--- config.mk ---
export PLATFORM = sky130hd
export DESIGN_NAME = a2_card_top
export DESIGN_NICKNAME = d
export VERILOG_FILES = /design/src/rtl/a2_card_pkg.sv /design/src/rtl/a2_card_ifs.sv /design/src/rtl/card_input_regs.sv /design/src/rtl/bus_response_mux.sv /design/src/rtl/audio_mixer.sv /design/src/rtl/audio_sample_out.sv /design/src/rtl/a2_card_top.sv
export VERILOG_INCLUDE_DIRS = /design/src /design/src/rtl
export SDC_FILE = /design/constraint.sdc
export NUM_CORES = 1
export LEC_CHECK = 0
export BUFFER_PORTS_ARGS = -buffer_cell sky130_fd_sc_hd__clkbuf_2
export CAP_MARGIN = 20
export CORE_ASPECT_RATIO = 1.25
export CORE_MARGIN = 1.5
export CORE_UTILIZATION = 40
export CTS_CLUSTER_SIZE = 40
export DETAILED_ROUTE_END_ITERATION = 16
export PLACE_DENSITY = 0.69
export SLEW_MARGIN = 30
export SYNTH_ARGS = -nofsm -noshare
export SYNTH_HDL_FRONTEND = slang
export SYNTH_SLANG_ARGS = --single-unit
--- constraint.sdc ---
create_clock -name a2bus_if -period 4 [get_ports a2bus_if]
set_clock_uncertainty 0.1 [all_clocks]
set_input_delay 0.6 -clock a2bus_if [delete_from_list [all_inputs] [get_ports a2bus_if]]
set_output_delay 0.6 -clock a2bus_if [all_outputs]
set_load 0.03 [all_outputs]
--- src/rtl/a2_card_defines.svh ---
// Widths, audio placement shifts and the default audio rate divider
// for the slot-card response and audio mix logic.
// Include wherever one of these values is needed.

`ifndef A2_CARD_DEFINES_SVH
`define A2_CARD_DEFINES_SVH

// Apple bus data byte
`define A2_DATA_W 8

// Sprite and Mockingboard audio levels, unsigned
`define CARD_AUDIO_W 10

// GLU audio and the mixed sample, signed
`define MIX_W 16

// Where the smaller sources land inside the 16-bit mix
`define CARD_AUDIO_SHIFT 3
`define SPEAKER_SHIFT 12

// Clock cycles per output sample
`define AUDIO_DIV_DEFAULT 16

`endif

--- src/rtl/a2_card_pkg.sv ---
// Shared data, audio and sample types for the card logic.
// Referenced by scoped names from the interfaces and RTL modules.

`include "a2_card_defines.svh"

package a2_card_pkg;

    // One byte on the Apple bus data lines
    typedef logic [`A2_DATA_W-1:0] a2_data_t;

    // Unsigned level from the sprite card or the Mockingboard
    typedef logic [`CARD_AUDIO_W-1:0] card_audio_t;

    // Signed audio value, GLU input and mixed output alike
    typedef logic signed [`MIX_W-1:0] mix_sample_t;

    // Left and right channels of one mixed sample
    typedef struct packed {
        mix_sample_t l;
        mix_sample_t r;
    } stereo_sample_t;

endpackage

--- src/rtl/a2_card_ifs.sv ---
// Interfaces between the input registers and the processing blocks.
// card_bus_if carries the per-card bus response, audio_src_if the raw
// audio sources. Both are driven through src and read through dst.

`timescale 1ns/1ns

interface card_bus_if;

    // Serial card
    logic                  ssc_rd;
    a2_card_pkg::a2_data_t ssc_data;
    logic                  ssc_irq_n;

    // Sprite/video card
    logic                  ssp_rd;
    a2_card_pkg::a2_data_t ssp_data;
    logic                  ssp_irq_n;

    // Mockingboard
    logic                  mb_rd;
    a2_card_pkg::a2_data_t mb_data;
    logic                  mb_irq_n;

    // Byte already on the bus when no card answers
    a2_card_pkg::a2_data_t bus_data;

    modport src (
        output ssc_rd, ssc_data, ssc_irq_n,
        output ssp_rd, ssp_data, ssp_irq_n,
        output mb_rd, mb_data, mb_irq_n,
        output bus_data
    );

    modport dst (
        input ssc_rd, ssc_data, ssc_irq_n,
        input ssp_rd, ssp_data, ssp_irq_n,
        input mb_rd, mb_data, mb_irq_n,
        input bus_data
    );

endinterface

interface audio_src_if;

    logic                     speaker;
    a2_card_pkg::card_audio_t ssp_audio;
    a2_card_pkg::card_audio_t mb_audio_l;
    a2_card_pkg::card_audio_t mb_audio_r;
    a2_card_pkg::mix_sample_t glu_audio_l;
    a2_card_pkg::mix_sample_t glu_audio_r;

    modport src (output speaker, ssp_audio, mb_audio_l, mb_audio_r, glu_audio_l, glu_audio_r);
    modport dst (input speaker, ssp_audio, mb_audio_l, mb_audio_r, glu_audio_l, glu_audio_r);

endinterface

--- src/rtl/card_input_regs.sv ---
// Input stage. Registers every card and audio input once so the bus
// mux and the audio mixer each see one clean sample per clock.

`timescale 1ns/1ns

module card_input_regs (
    input  logic                     a2bus_if,
    input  logic                     rst_n_i,

    input  a2_card_pkg::a2_data_t    bus_data_i,

    input  logic                     ssc_rd_i,
    input  a2_card_pkg::a2_data_t    ssc_data_i,
    input  logic                     ssc_irq_n_i,
    input  logic                     ssp_rd_i,
    input  a2_card_pkg::a2_data_t    ssp_data_i,
    input  logic                     ssp_irq_n_i,
    input  logic                     mb_rd_i,
    input  a2_card_pkg::a2_data_t    mb_data_i,
    input  logic                     mb_irq_n_i,

    input  logic                     speaker_i,
    input  a2_card_pkg::card_audio_t ssp_audio_i,
    input  a2_card_pkg::card_audio_t mb_audio_l_i,
    input  a2_card_pkg::card_audio_t mb_audio_r_i,
    input  a2_card_pkg::mix_sample_t glu_audio_l_i,
    input  a2_card_pkg::mix_sample_t glu_audio_r_i,

    card_bus_if.src                  card_bus_o,
    audio_src_if.src                 audio_src_o
);

    // Card side of the bus, irq lines idle high
    always_ff @(posedge a2bus_if or negedge rst_n_i) begin
        if (!rst_n_i) begin
            card_bus_o.ssc_rd    <= 1'b0;
            card_bus_o.ssc_data  <= '0;
            card_bus_o.ssc_irq_n <= 1'b1;
            card_bus_o.ssp_rd    <= 1'b0;
            card_bus_o.ssp_data  <= '0;
            card_bus_o.ssp_irq_n <= 1'b1;
            card_bus_o.mb_rd     <= 1'b0;
            card_bus_o.mb_data   <= '0;
            card_bus_o.mb_irq_n  <= 1'b1;
            card_bus_o.bus_data  <= '0;
        end else begin
            card_bus_o.ssc_rd    <= ssc_rd_i;
            card_bus_o.ssc_data  <= ssc_data_i;
            card_bus_o.ssc_irq_n <= ssc_irq_n_i;
            card_bus_o.ssp_rd    <= ssp_rd_i;
            card_bus_o.ssp_data  <= ssp_data_i;
            card_bus_o.ssp_irq_n <= ssp_irq_n_i;
            card_bus_o.mb_rd     <= mb_rd_i;
            card_bus_o.mb_data   <= mb_data_i;
            card_bus_o.mb_irq_n  <= mb_irq_n_i;
            card_bus_o.bus_data  <= bus_data_i;
        end
    end

    // Audio sources
    always_ff @(posedge a2bus_if or negedge rst_n_i) begin
        if (!rst_n_i) begin
            audio_src_o.speaker     <= 1'b0;
            audio_src_o.ssp_audio   <= '0;
            audio_src_o.mb_audio_l  <= '0;
            audio_src_o.mb_audio_r  <= '0;
            audio_src_o.glu_audio_l <= '0;
            audio_src_o.glu_audio_r <= '0;
        end else begin
            audio_src_o.speaker     <= speaker_i;
            audio_src_o.ssp_audio   <= ssp_audio_i;
            audio_src_o.mb_audio_l  <= mb_audio_l_i;
            audio_src_o.mb_audio_r  <= mb_audio_r_i;
            audio_src_o.glu_audio_l <= glu_audio_l_i;
            audio_src_o.glu_audio_r <= glu_audio_r_i;
        end
    end

endmodule

--- src/rtl/bus_response_mux.sv ---
// Bus response. Picks which card drives the Apple data bus, serial card
// first, then sprite card, then Mockingboard, and wire-ANDs the irq lines.
// All three results are registered.

`timescale 1ns/1ns

module bus_response_mux (
    input  logic                  a2bus_if,
    input  logic                  rst_n_i,

    card_bus_if.dst               card_bus_i,

    output a2_card_pkg::a2_data_t data_out_o,
    output logic                  data_out_en_o,
    output logic                  irq_n_o
);

    a2_card_pkg::a2_data_t data_sel;
    logic                  any_rd;
    logic                  irq_n_all;

    // Priority select, passthrough when nobody reads
    always_comb begin
        if (card_bus_i.ssc_rd) begin
            data_sel = card_bus_i.ssc_data;
        end else if (card_bus_i.ssp_rd) begin
            data_sel = card_bus_i.ssp_data;
        end else if (card_bus_i.mb_rd) begin
            data_sel = card_bus_i.mb_data;
        end else begin
            data_sel = card_bus_i.bus_data;
        end
    end

    assign any_rd = card_bus_i.ssc_rd | card_bus_i.ssp_rd | card_bus_i.mb_rd;

    // Any card pulling low pulls the shared line low
    assign irq_n_all = card_bus_i.ssc_irq_n & card_bus_i.ssp_irq_n & card_bus_i.mb_irq_n;

    always_ff @(posedge a2bus_if or negedge rst_n_i) begin
        if (!rst_n_i) begin
            data_out_o    <= '0;
            data_out_en_o <= 1'b0;
            irq_n_o       <= 1'b1;
        end else begin
            data_out_o    <= data_sel;
            data_out_en_o <= any_rd;
            irq_n_o       <= irq_n_all;
        end
    end

endmodule

--- src/rtl/audio_mixer.sv ---
// Audio mixer. Places the speaker bit and the 10-bit card audio inside
// the 16-bit range and adds them to the GLU channels. The sum wraps at
// 16 bits and is registered once per clock.

`timescale 1ns/1ns

`include "a2_card_defines.svh"

module audio_mixer (
    input  logic                        a2bus_if,
    input  logic                        rst_n_i,

    audio_src_if.dst                    audio_src_i,

    output a2_card_pkg::stereo_sample_t mix_o
);

    logic [`MIX_W-1:0] speaker_ext;
    logic [`MIX_W-1:0] ssp_ext;
    logic [`MIX_W-1:0] mb_l_ext;
    logic [`MIX_W-1:0] mb_r_ext;
    logic [`MIX_W-1:0] sum_l;
    logic [`MIX_W-1:0] sum_r;

    // Unsigned sources, zero-extended before the shift
    assign speaker_ext = `MIX_W'(audio_src_i.speaker) << `SPEAKER_SHIFT;
    assign ssp_ext     = `MIX_W'(audio_src_i.ssp_audio) << `CARD_AUDIO_SHIFT;
    assign mb_l_ext    = `MIX_W'(audio_src_i.mb_audio_l) << `CARD_AUDIO_SHIFT;
    assign mb_r_ext    = `MIX_W'(audio_src_i.mb_audio_r) << `CARD_AUDIO_SHIFT;

    // Sprite audio and speaker are mono and go to both sides
    assign sum_l = audio_src_i.glu_audio_l + ssp_ext + mb_l_ext + speaker_ext;
    assign sum_r = audio_src_i.glu_audio_r + ssp_ext + mb_r_ext + speaker_ext;

    always_ff @(posedge a2bus_if or negedge rst_n_i) begin
        if (!rst_n_i) begin
            mix_o <= '0;
        end else begin
            mix_o.l <= a2_card_pkg::mix_sample_t'(sum_l);
            mix_o.r <= a2_card_pkg::mix_sample_t'(sum_r);
        end
    end

endmodule

--- src/rtl/audio_sample_out.sv ---
// Audio output stage. A period counter running from reset sets the
// sample rate; at each wrap the current mix is held on the outputs and
// sample_valid_o is high for one clock. Unread samples are overwritten.

`timescale 1ns/1ns

`include "a2_card_defines.svh"

module audio_sample_out #(
    parameter int AUDIO_DIV = `AUDIO_DIV_DEFAULT
) (
    input  logic                        a2bus_if,
    input  logic                        rst_n_i,

    input  a2_card_pkg::stereo_sample_t mix_i,

    output a2_card_pkg::mix_sample_t    sample_l_o,
    output a2_card_pkg::mix_sample_t    sample_r_o,
    output logic                        sample_valid_o
);

    localparam int CNT_W = (AUDIO_DIV > 1) ? $clog2(AUDIO_DIV) : 1;

    logic [CNT_W-1:0] period_cnt;
    logic             period_wrap;

    assign period_wrap = (period_cnt == CNT_W'(AUDIO_DIV - 1));

    // Cycle counter within one audio period
    always_ff @(posedge a2bus_if or negedge rst_n_i) begin
        if (!rst_n_i) begin
            period_cnt <= '0;
        end else if (period_wrap) begin
            period_cnt <= '0;
        end else begin
            period_cnt <= period_cnt + 1'b1;
        end
    end

    // Capture on wrap, valid for exactly one cycle
    always_ff @(posedge a2bus_if or negedge rst_n_i) begin
        if (!rst_n_i) begin
            sample_l_o     <= '0;
            sample_r_o     <= '0;
            sample_valid_o <= 1'b0;
        end else begin
            sample_valid_o <= period_wrap;
            if (period_wrap) begin
                sample_l_o <= mix_i.l;
                sample_r_o <= mix_i.r;
            end
        end
    end

endmodule

--- src/rtl/a2_card_top.sv ---
// Slot-card response and audio mix top level. Card bus outputs follow
// the inputs by 2 clocks; each valid audio sample reflects the inputs
// from 3 clocks before the pulse. AUDIO_DIV sets clocks per sample.

`timescale 1ns/1ns

`include "a2_card_defines.svh"

module a2_card_top #(
    parameter int AUDIO_DIV = `AUDIO_DIV_DEFAULT
) (
    input  logic                     a2bus_if,
    input  logic                     rst_n_i,

    input  a2_card_pkg::a2_data_t    bus_data_i,

    // Serial card
    input  logic                     ssc_rd_i,
    input  a2_card_pkg::a2_data_t    ssc_data_i,
    input  logic                     ssc_irq_n_i,

    // Sprite/video card
    input  logic                     ssp_rd_i,
    input  a2_card_pkg::a2_data_t    ssp_data_i,
    input  logic                     ssp_irq_n_i,

    // Mockingboard
    input  logic                     mb_rd_i,
    input  a2_card_pkg::a2_data_t    mb_data_i,
    input  logic                     mb_irq_n_i,

    // Audio sources
    input  logic                     speaker_i,
    input  a2_card_pkg::card_audio_t ssp_audio_i,
    input  a2_card_pkg::card_audio_t mb_audio_l_i,
    input  a2_card_pkg::card_audio_t mb_audio_r_i,
    input  a2_card_pkg::mix_sample_t glu_audio_l_i,
    input  a2_card_pkg::mix_sample_t glu_audio_r_i,

    // Bus response
    output a2_card_pkg::a2_data_t    data_out_o,
    output logic                     data_out_en_o,
    output logic                     irq_n_o,

    // Audio out
    output a2_card_pkg::mix_sample_t sample_l_o,
    output a2_card_pkg::mix_sample_t sample_r_o,
    output logic                     sample_valid_o
);

    card_bus_if  card_bus ();
    audio_src_if audio_src ();

    a2_card_pkg::stereo_sample_t mix;

    card_input_regs card_input_regs_inst (
        .a2bus_if      (a2bus_if),
        .rst_n_i       (rst_n_i),
        .bus_data_i    (bus_data_i),
        .ssc_rd_i      (ssc_rd_i),
        .ssc_data_i    (ssc_data_i),
        .ssc_irq_n_i   (ssc_irq_n_i),
        .ssp_rd_i      (ssp_rd_i),
        .ssp_data_i    (ssp_data_i),
        .ssp_irq_n_i   (ssp_irq_n_i),
        .mb_rd_i       (mb_rd_i),
        .mb_data_i     (mb_data_i),
        .mb_irq_n_i    (mb_irq_n_i),
        .speaker_i     (speaker_i),
        .ssp_audio_i   (ssp_audio_i),
        .mb_audio_l_i  (mb_audio_l_i),
        .mb_audio_r_i  (mb_audio_r_i),
        .glu_audio_l_i (glu_audio_l_i),
        .glu_audio_r_i (glu_audio_r_i),
        .card_bus_o    (card_bus),
        .audio_src_o   (audio_src)
    );

    bus_response_mux bus_response_mux_inst (
        .a2bus_if      (a2bus_if),
        .rst_n_i       (rst_n_i),
        .card_bus_i    (card_bus),
        .data_out_o    (data_out_o),
        .data_out_en_o (data_out_en_o),
        .irq_n_o       (irq_n_o)
    );

    audio_mixer audio_mixer_inst (
        .a2bus_if    (a2bus_if),
        .rst_n_i     (rst_n_i),
        .audio_src_i (audio_src),
        .mix_o       (mix)
    );

    audio_sample_out #(
        .AUDIO_DIV(AUDIO_DIV)
    ) audio_sample_out_inst (
        .a2bus_if       (a2bus_if),
        .rst_n_i        (rst_n_i),
        .mix_i          (mix),
        .sample_l_o     (sample_l_o),
        .sample_r_o     (sample_r_o),
        .sample_valid_o (sample_valid_o)
    );

endmodule

After elaboration in Yosys (flattened, before gate mapping)
Index checks and enable logic that the tools add are counted.

Flip-flop bits (word level): 180. Output and inout port bits: 43. Input port bits: 103. Logic and storage cells: 41.

Add/sub/neg operators: 7. Equal/unequal tests: 1. Muxes and demuxes: 4. Bitwise logic cells: 4.

Operator list (count): adder 16 x 13 -> 16 bit (6); 2-to-1 mux 8 bit (3); adder 4 x 1 -> 4 bit, second input constant (1); == test 4 bit, second input constant (1); 2-to-1 mux 4 bit (1); bitwise AND 1 bit (2); OR 1 bit (2).

Longest topological paths before layout
Word-level depth: 3. Mapped depth: 12. Gate-level depth less buffers: 12.

By module
A second synthesis with hierarchy kept.

Cell total of the unflattened synthesis: 485. Area total of the unflattened synthesis: 7307.0 sq um.

Modules (own cells, without submodules): audio_mixer (area each 2612.5 sq um, cells each 254, times used 1, seq. area each 800.8 sq um); card_input_regs (area each 2531.2 sq um, cells each 101, times used 1, seq. area each 2531.2 sq um); audio_sample_out (area each 1512.7 sq um, cells each 82, times used 1, seq. area each 925.9 sq um); bus_response_mux (area each 650.6 sq um, cells each 48, times used 1, seq. area each 251.5 sq um).

Least setup slack after synthesis
Ideal clock, no wire load.

Kind: register to register. Start: register card_input_regs_inst.audio_src_o.glu_audio_r[5]. End: register audio_mixer_inst.mix_o[15] (netlist name). Clock period less this slack: 2871 ps. Cell stages (with the launch flop): 10. Data arrival time: 2691 ps. Slack: 1129 ps. Data required time: 3820 ps. Setup time: 80 ps. Path buffers: 0. Cells stage by stage: dfrtp_1 > fa_1 > ha_1 > ha_1 > fa_1 > a21o_1 > a2111oi_4 > o211ai_2 > a21oi_2 > xnor2_1.

Longest elaborated chain between the ends: 3.

Ends and longest elaborated chain: start: declaration (line a2_card_ifs.sv:52) `modport src (output speaker, ssp_audio, mb_audio_l, mb_audio_r, glu_audio_l, glu_audio_r);`; start signal: assignment (line card_input_regs.sv:75) `audio_src_o.glu_audio_r <= glu_audio_r_i;`; adder 16 x 13 -> 16 bit (3 in series) (line audio_mixer.sv:33) `assign sum_r = audio_src_i.glu_audio_r + ssp_ext + mb_r_ext + speaker_ext;`; via audio_mixer_inst.sum_r[15] (line audio_mixer.sv:23) `` logic [`MIX_W-1:0] sum_r; ``; end: declaration (line audio_mixer.sv:15) `output a2_card_pkg::stereo_sample_t mix_o`.

The timed path passes the listed nets, and every way through them passes these cells. A chain may end at the register's enable or synchronous reset.

Final worst setup path
Start: register card_input_regs_inst.audio_src_o.glu_audio_r[5]. End: register audio_mixer_inst.mix_o[13] (netlist name).

The elaborated chain is that of the path after synthesis.

==> flow_metrics.tcl <==
set metrics [dict create \
    outcome "finished, final reports clean" \
    tightest_slew_ns 0.855 \
    startpoint "card_input_regs_inst.audio_src_o.glu_audio_r[5]" \
    vias 3998 \
    antenna_found_initial 0 \
    cts_root_buf "clkbuf_16" \
    post_drt_wl_per_cell_microns 14.0 \
    syn-num-nets 660 \
    die_h_microns 151 \
    power.ir.vdd_worst_uv 309 \
    crit_path_start_kind "flip-flop" \
    routed_wl_microns 12400 \
    end_kind "flip-flop" \
    synth-seq-cells 180 \
    grt_pass1_vias 4280 \
    ant_nets 0 \
    grt_remaining_overflow 0 \
    fin_hold_ws_ns 0.158 \
    grt_use_met2_pct 25.5 \
    drive_gt1_share_pct 32.8 \
    grt_setup_unrepaired "false" \
    rr_startpoint "card_input_regs_inst.audio_src_o.glu_audio_r[5]" \
    rows 53 \
    grt_usage_pct 14.6 \
    post_cts_buffers 0 \
    syn_avg_cell_area_sq_um 14.1 \
    fin_nets 818 \
    die_w_microns 121 \
    netlist_instances 494 \
    cts_buffer_depth 2 \
    grt_max_degree 119 \
    power_leakage_nw 4.37 \
    yosys_warnings 0 \
    use_met1_pct 17.0 \
    io_pins 146 \
    critical_path_class "flip-flop to flip-flop" \
    ys_types 33 \
    slew_violations 0 \
    coreArea_sq_um 17000 \
    gp_congestion 0.807 \
    drtIter0Drc 182 \
    fillers 1513 \
    finalHoldViolCount 0 \
    synth_seq_area_share_pct 64.6 \
    grt_first_pass_wirelength_microns 20300 \
    worstSkewPairLatency_ns 0.42 \
    cellPowerDensity_nw_per_um2 588 \
    route.detailed.drc 0 \
    clkTransAtPathRegs_ns 0.06 \
    detailed_place.area_sq_um 7980 \
    r2r.worst_path.cells 9 \
    cts_sinks 180 \
    finalPower_mw 5.06 \
    syn_area_sq_um 6980 \
    reg2reg_slack_ns 0.95 \
    path_max_fanout 3 \
    hold_path_class "primary input to asynchronous set/reset pin" \
    firstDrtPassIters 4 \
    tns_ns 0 \
    dieArea_sq_um 18300 \
    holdBufCountCts 0 \
    regToRegEndpoint "audio_mixer_inst.mix_o[13]" \
    num_antenna_cells 0 \
    worstPathArrival_ns 3.30 \
    post-route-period-util_pct 76.3 \
    fin_crit_ns 3.05 \
    h-tree-depth 4 \
    tritoncts "done" \
    cp.required_ns 4.25 \
    place_hpwl_microns 9470 \
    fin_area_sq_um 8610 \
    clock.fmax_mhz 328 \
    area_growth_syn_to_layout_pct 23.3 \
    cts_buffers 17 \
    slew-limit-headroom_pct 43.0 \
    final-setup-viol-count 0 \
    start_util_pct 41.1 \
    drv_cap 0 \
    grt.busiest_layer "met2" \
    met3_usage_pct 4.05 \
    io_buffers 145 \
    cts.repair.resized 0 \
    viasPerCell 4.52 \
]
## flip-flops by register name (all words and copies together) (netlist names), 4 cells and up
signal,cells
card_input_regs_inst.card_bus_o.bus_data,8
audio_sample_out_inst.sample_l_o,16
audio_mixer_inst.mix_o,32
card_input_regs_inst.audio_src_o.mb_audio_l,10
audio_sample_out_inst.sample_r_o,16
bus_response_mux_inst.data_out_o,8
card_input_regs_inst.card_bus_o.ssp_data,8
audio_sample_out_inst.period_cnt,4
card_input_regs_inst.audio_src_o.ssp_audio,10
card_input_regs_inst.audio_src_o.mb_audio_r,10
card_input_regs_inst.audio_src_o.glu_audio_r,16
card_input_regs_inst.card_bus_o.mb_data,8
card_input_regs_inst.audio_src_o.glu_audio_l,16
card_input_regs_inst.card_bus_o.ssc_data,8
## how the worst max path moves through the flow
stage | endpoint | depth (start not counted) | slack (ns)
finish | audio_mixer_inst.mix_o[13] | 9 | 0.95
global route | audio_mixer_inst.mix_o[15] | 9 | 0.79
floorplan | audio_mixer_inst.mix_o[15] | 9 | 1.13
CTS | audio_mixer_inst.mix_o[15] | 9 | 0.93
detailed placement | audio_mixer_inst.mix_o[15] | 9 | 0.96
global placement | audio_mixer_inst.mix_o[15] | 9 | 1.01
## Yosys cell counts
| cell | number | area, sq um |
|---|---|---|
| mux2_2 | 32 | 360 |
| nor3_1 | 2 | 10.0 |
| buf_2 | 5 | 25.0 |
| nand2_1 | 16 | 60.1 |
| o31ai_1 | 1 | 7.51 |
| nor2_1 | 13 | 48.8 |
| dfstp_2 | 4 | 105 |
| o2111ai_1 | 2 | 17.5 |
| and3_1 | 5 | 31.3 |
| fa_1 | 24 | 480 |
| mux2i_1 | 8 | 80.1 |
| nand2b_1 | 1 | 6.26 |
| nor2b_1 | 1 | 6.26 |
| a2111oi_4 | 1 | 27.5 |
| xor2_1 | 7 | 61.3 |
| dfrtp_1 | 176 | 4400 |
| clkbuf_1 | 3 | 11.3 |
| o21bai_1 | 1 | 7.51 |
| and3_4 | 1 | 11.3 |
| a31oi_1 | 2 | 12.5 |
| nand3_1 | 10 | 50.1 |
| or2_2 | 1 | 6.26 |
| and2_1 | 1 | 6.26 |
| o211ai_2 | 1 | 12.5 |
| xnor2_1 | 12 | 105 |
| o21a_1 | 1 | 7.51 |
| a21oi_1 | 23 | 115 |
| or3_1 | 1 | 6.26 |
| inv_1 | 83 | 312 |
| a21oi_2 | 1 | 8.76 |
| o21ai_0 | 13 | 65.1 |
| a21o_1 | 3 | 22.5 |
| ha_1 | 39 | 488 |
## kinds of logic after synthesis
family                     count (synthesis)  share of synthesized area [%]
and+or+nand+nor                           52                           3.48
AOI/OAI and AO/OA                         49                           4.36
buffers and inverters                     91                           4.98
adders and majority gates                 63                           13.9
xor gates and xnor gates                  19                           2.38
muxes                                     40                           6.31
DFF                                      180                           64.6
## layer usage
layer / routed length [microns] / vias to the layer above / share of wire [%]
li1: - / 1888 / -
met1: 4790 / 1955 / 39
met2: 6570 / 132 / 53
met3: 788 / 23 / 6.3
met4: 270 / 0 / 2.2
met5: 0 / - / 0
## power by group
part           total, mW  internal (mW)  switching, mW
registers           2.23           2.11          0.119
logic               1.10          0.424          0.674
clock network       1.73           1.06          0.670
## stage by stage
step                      util (%)  cells  setup WS [ns]
after global routing          50.7    885          0.790
after CTS                     50.7    885          0.935
after detailed placement      47.0    853          0.960
after floorplan                  -    494           1.13
final                         50.7    885          0.948
after global placement        47.0    853           1.01
## cell type report
cell class	count	area, sq um	share of cell area, %
Tap cell	220	275	3.20
Clock inverter	11	175	2.03
Timing Repair Buffer	147	763	8.87
Clock buffer	21	450	5.23
Sequential cell	180	4510	52.4
Multi-Input combinational cell	223	2120	24.7
Inverter	83	312	3.62
## critical path, cell delays in order, from the launching register on
cell	delay (ns)
dfrtp_1	0.39
fa_1	0.48
ha_1	0.31
ha_1	0.23
fa_1	0.43
a21o_1	0.22
a2111oi_4	0.40
o21bai_1	0.10
a21oi_1	0.19
xnor2_1	0.13
## layout by cell type, fill, tap and decap left out, drive strengths merged
| cell type | instances |
|---|---|
| fa | 24 |
| o21bai | 1 |
| ha | 39 |
| o21ai | 13 |
| nand3 | 10 |
| nor3 | 2 |
| a21o | 3 |
| o31ai | 1 |
| o211ai | 1 |
| bufinv | 4 |
| dfrtp | 176 |
| nor2 | 13 |
| a31oi | 2 |
| a21oi | 24 |
| nand2b | 1 |
| o2111ai | 2 |
| a2111oi | 1 |
| clkinv | 1 |
| buf | 3 |
| xor2 | 7 |
| or2 | 1 |
| mux2 | 32 |
| or3 | 1 |
| dfstp | 4 |
| clkinvlp | 5 |
| nor2b | 1 |
| inv | 84 |
| nand2 | 16 |
| mux2i | 8 |
| clkbuf | 165 |
| and2 | 1 |
| o21a | 1 |
| and3 | 6 |
| xnor2 | 12 |
No activity file was read; power rests on OpenSTA's default activity.
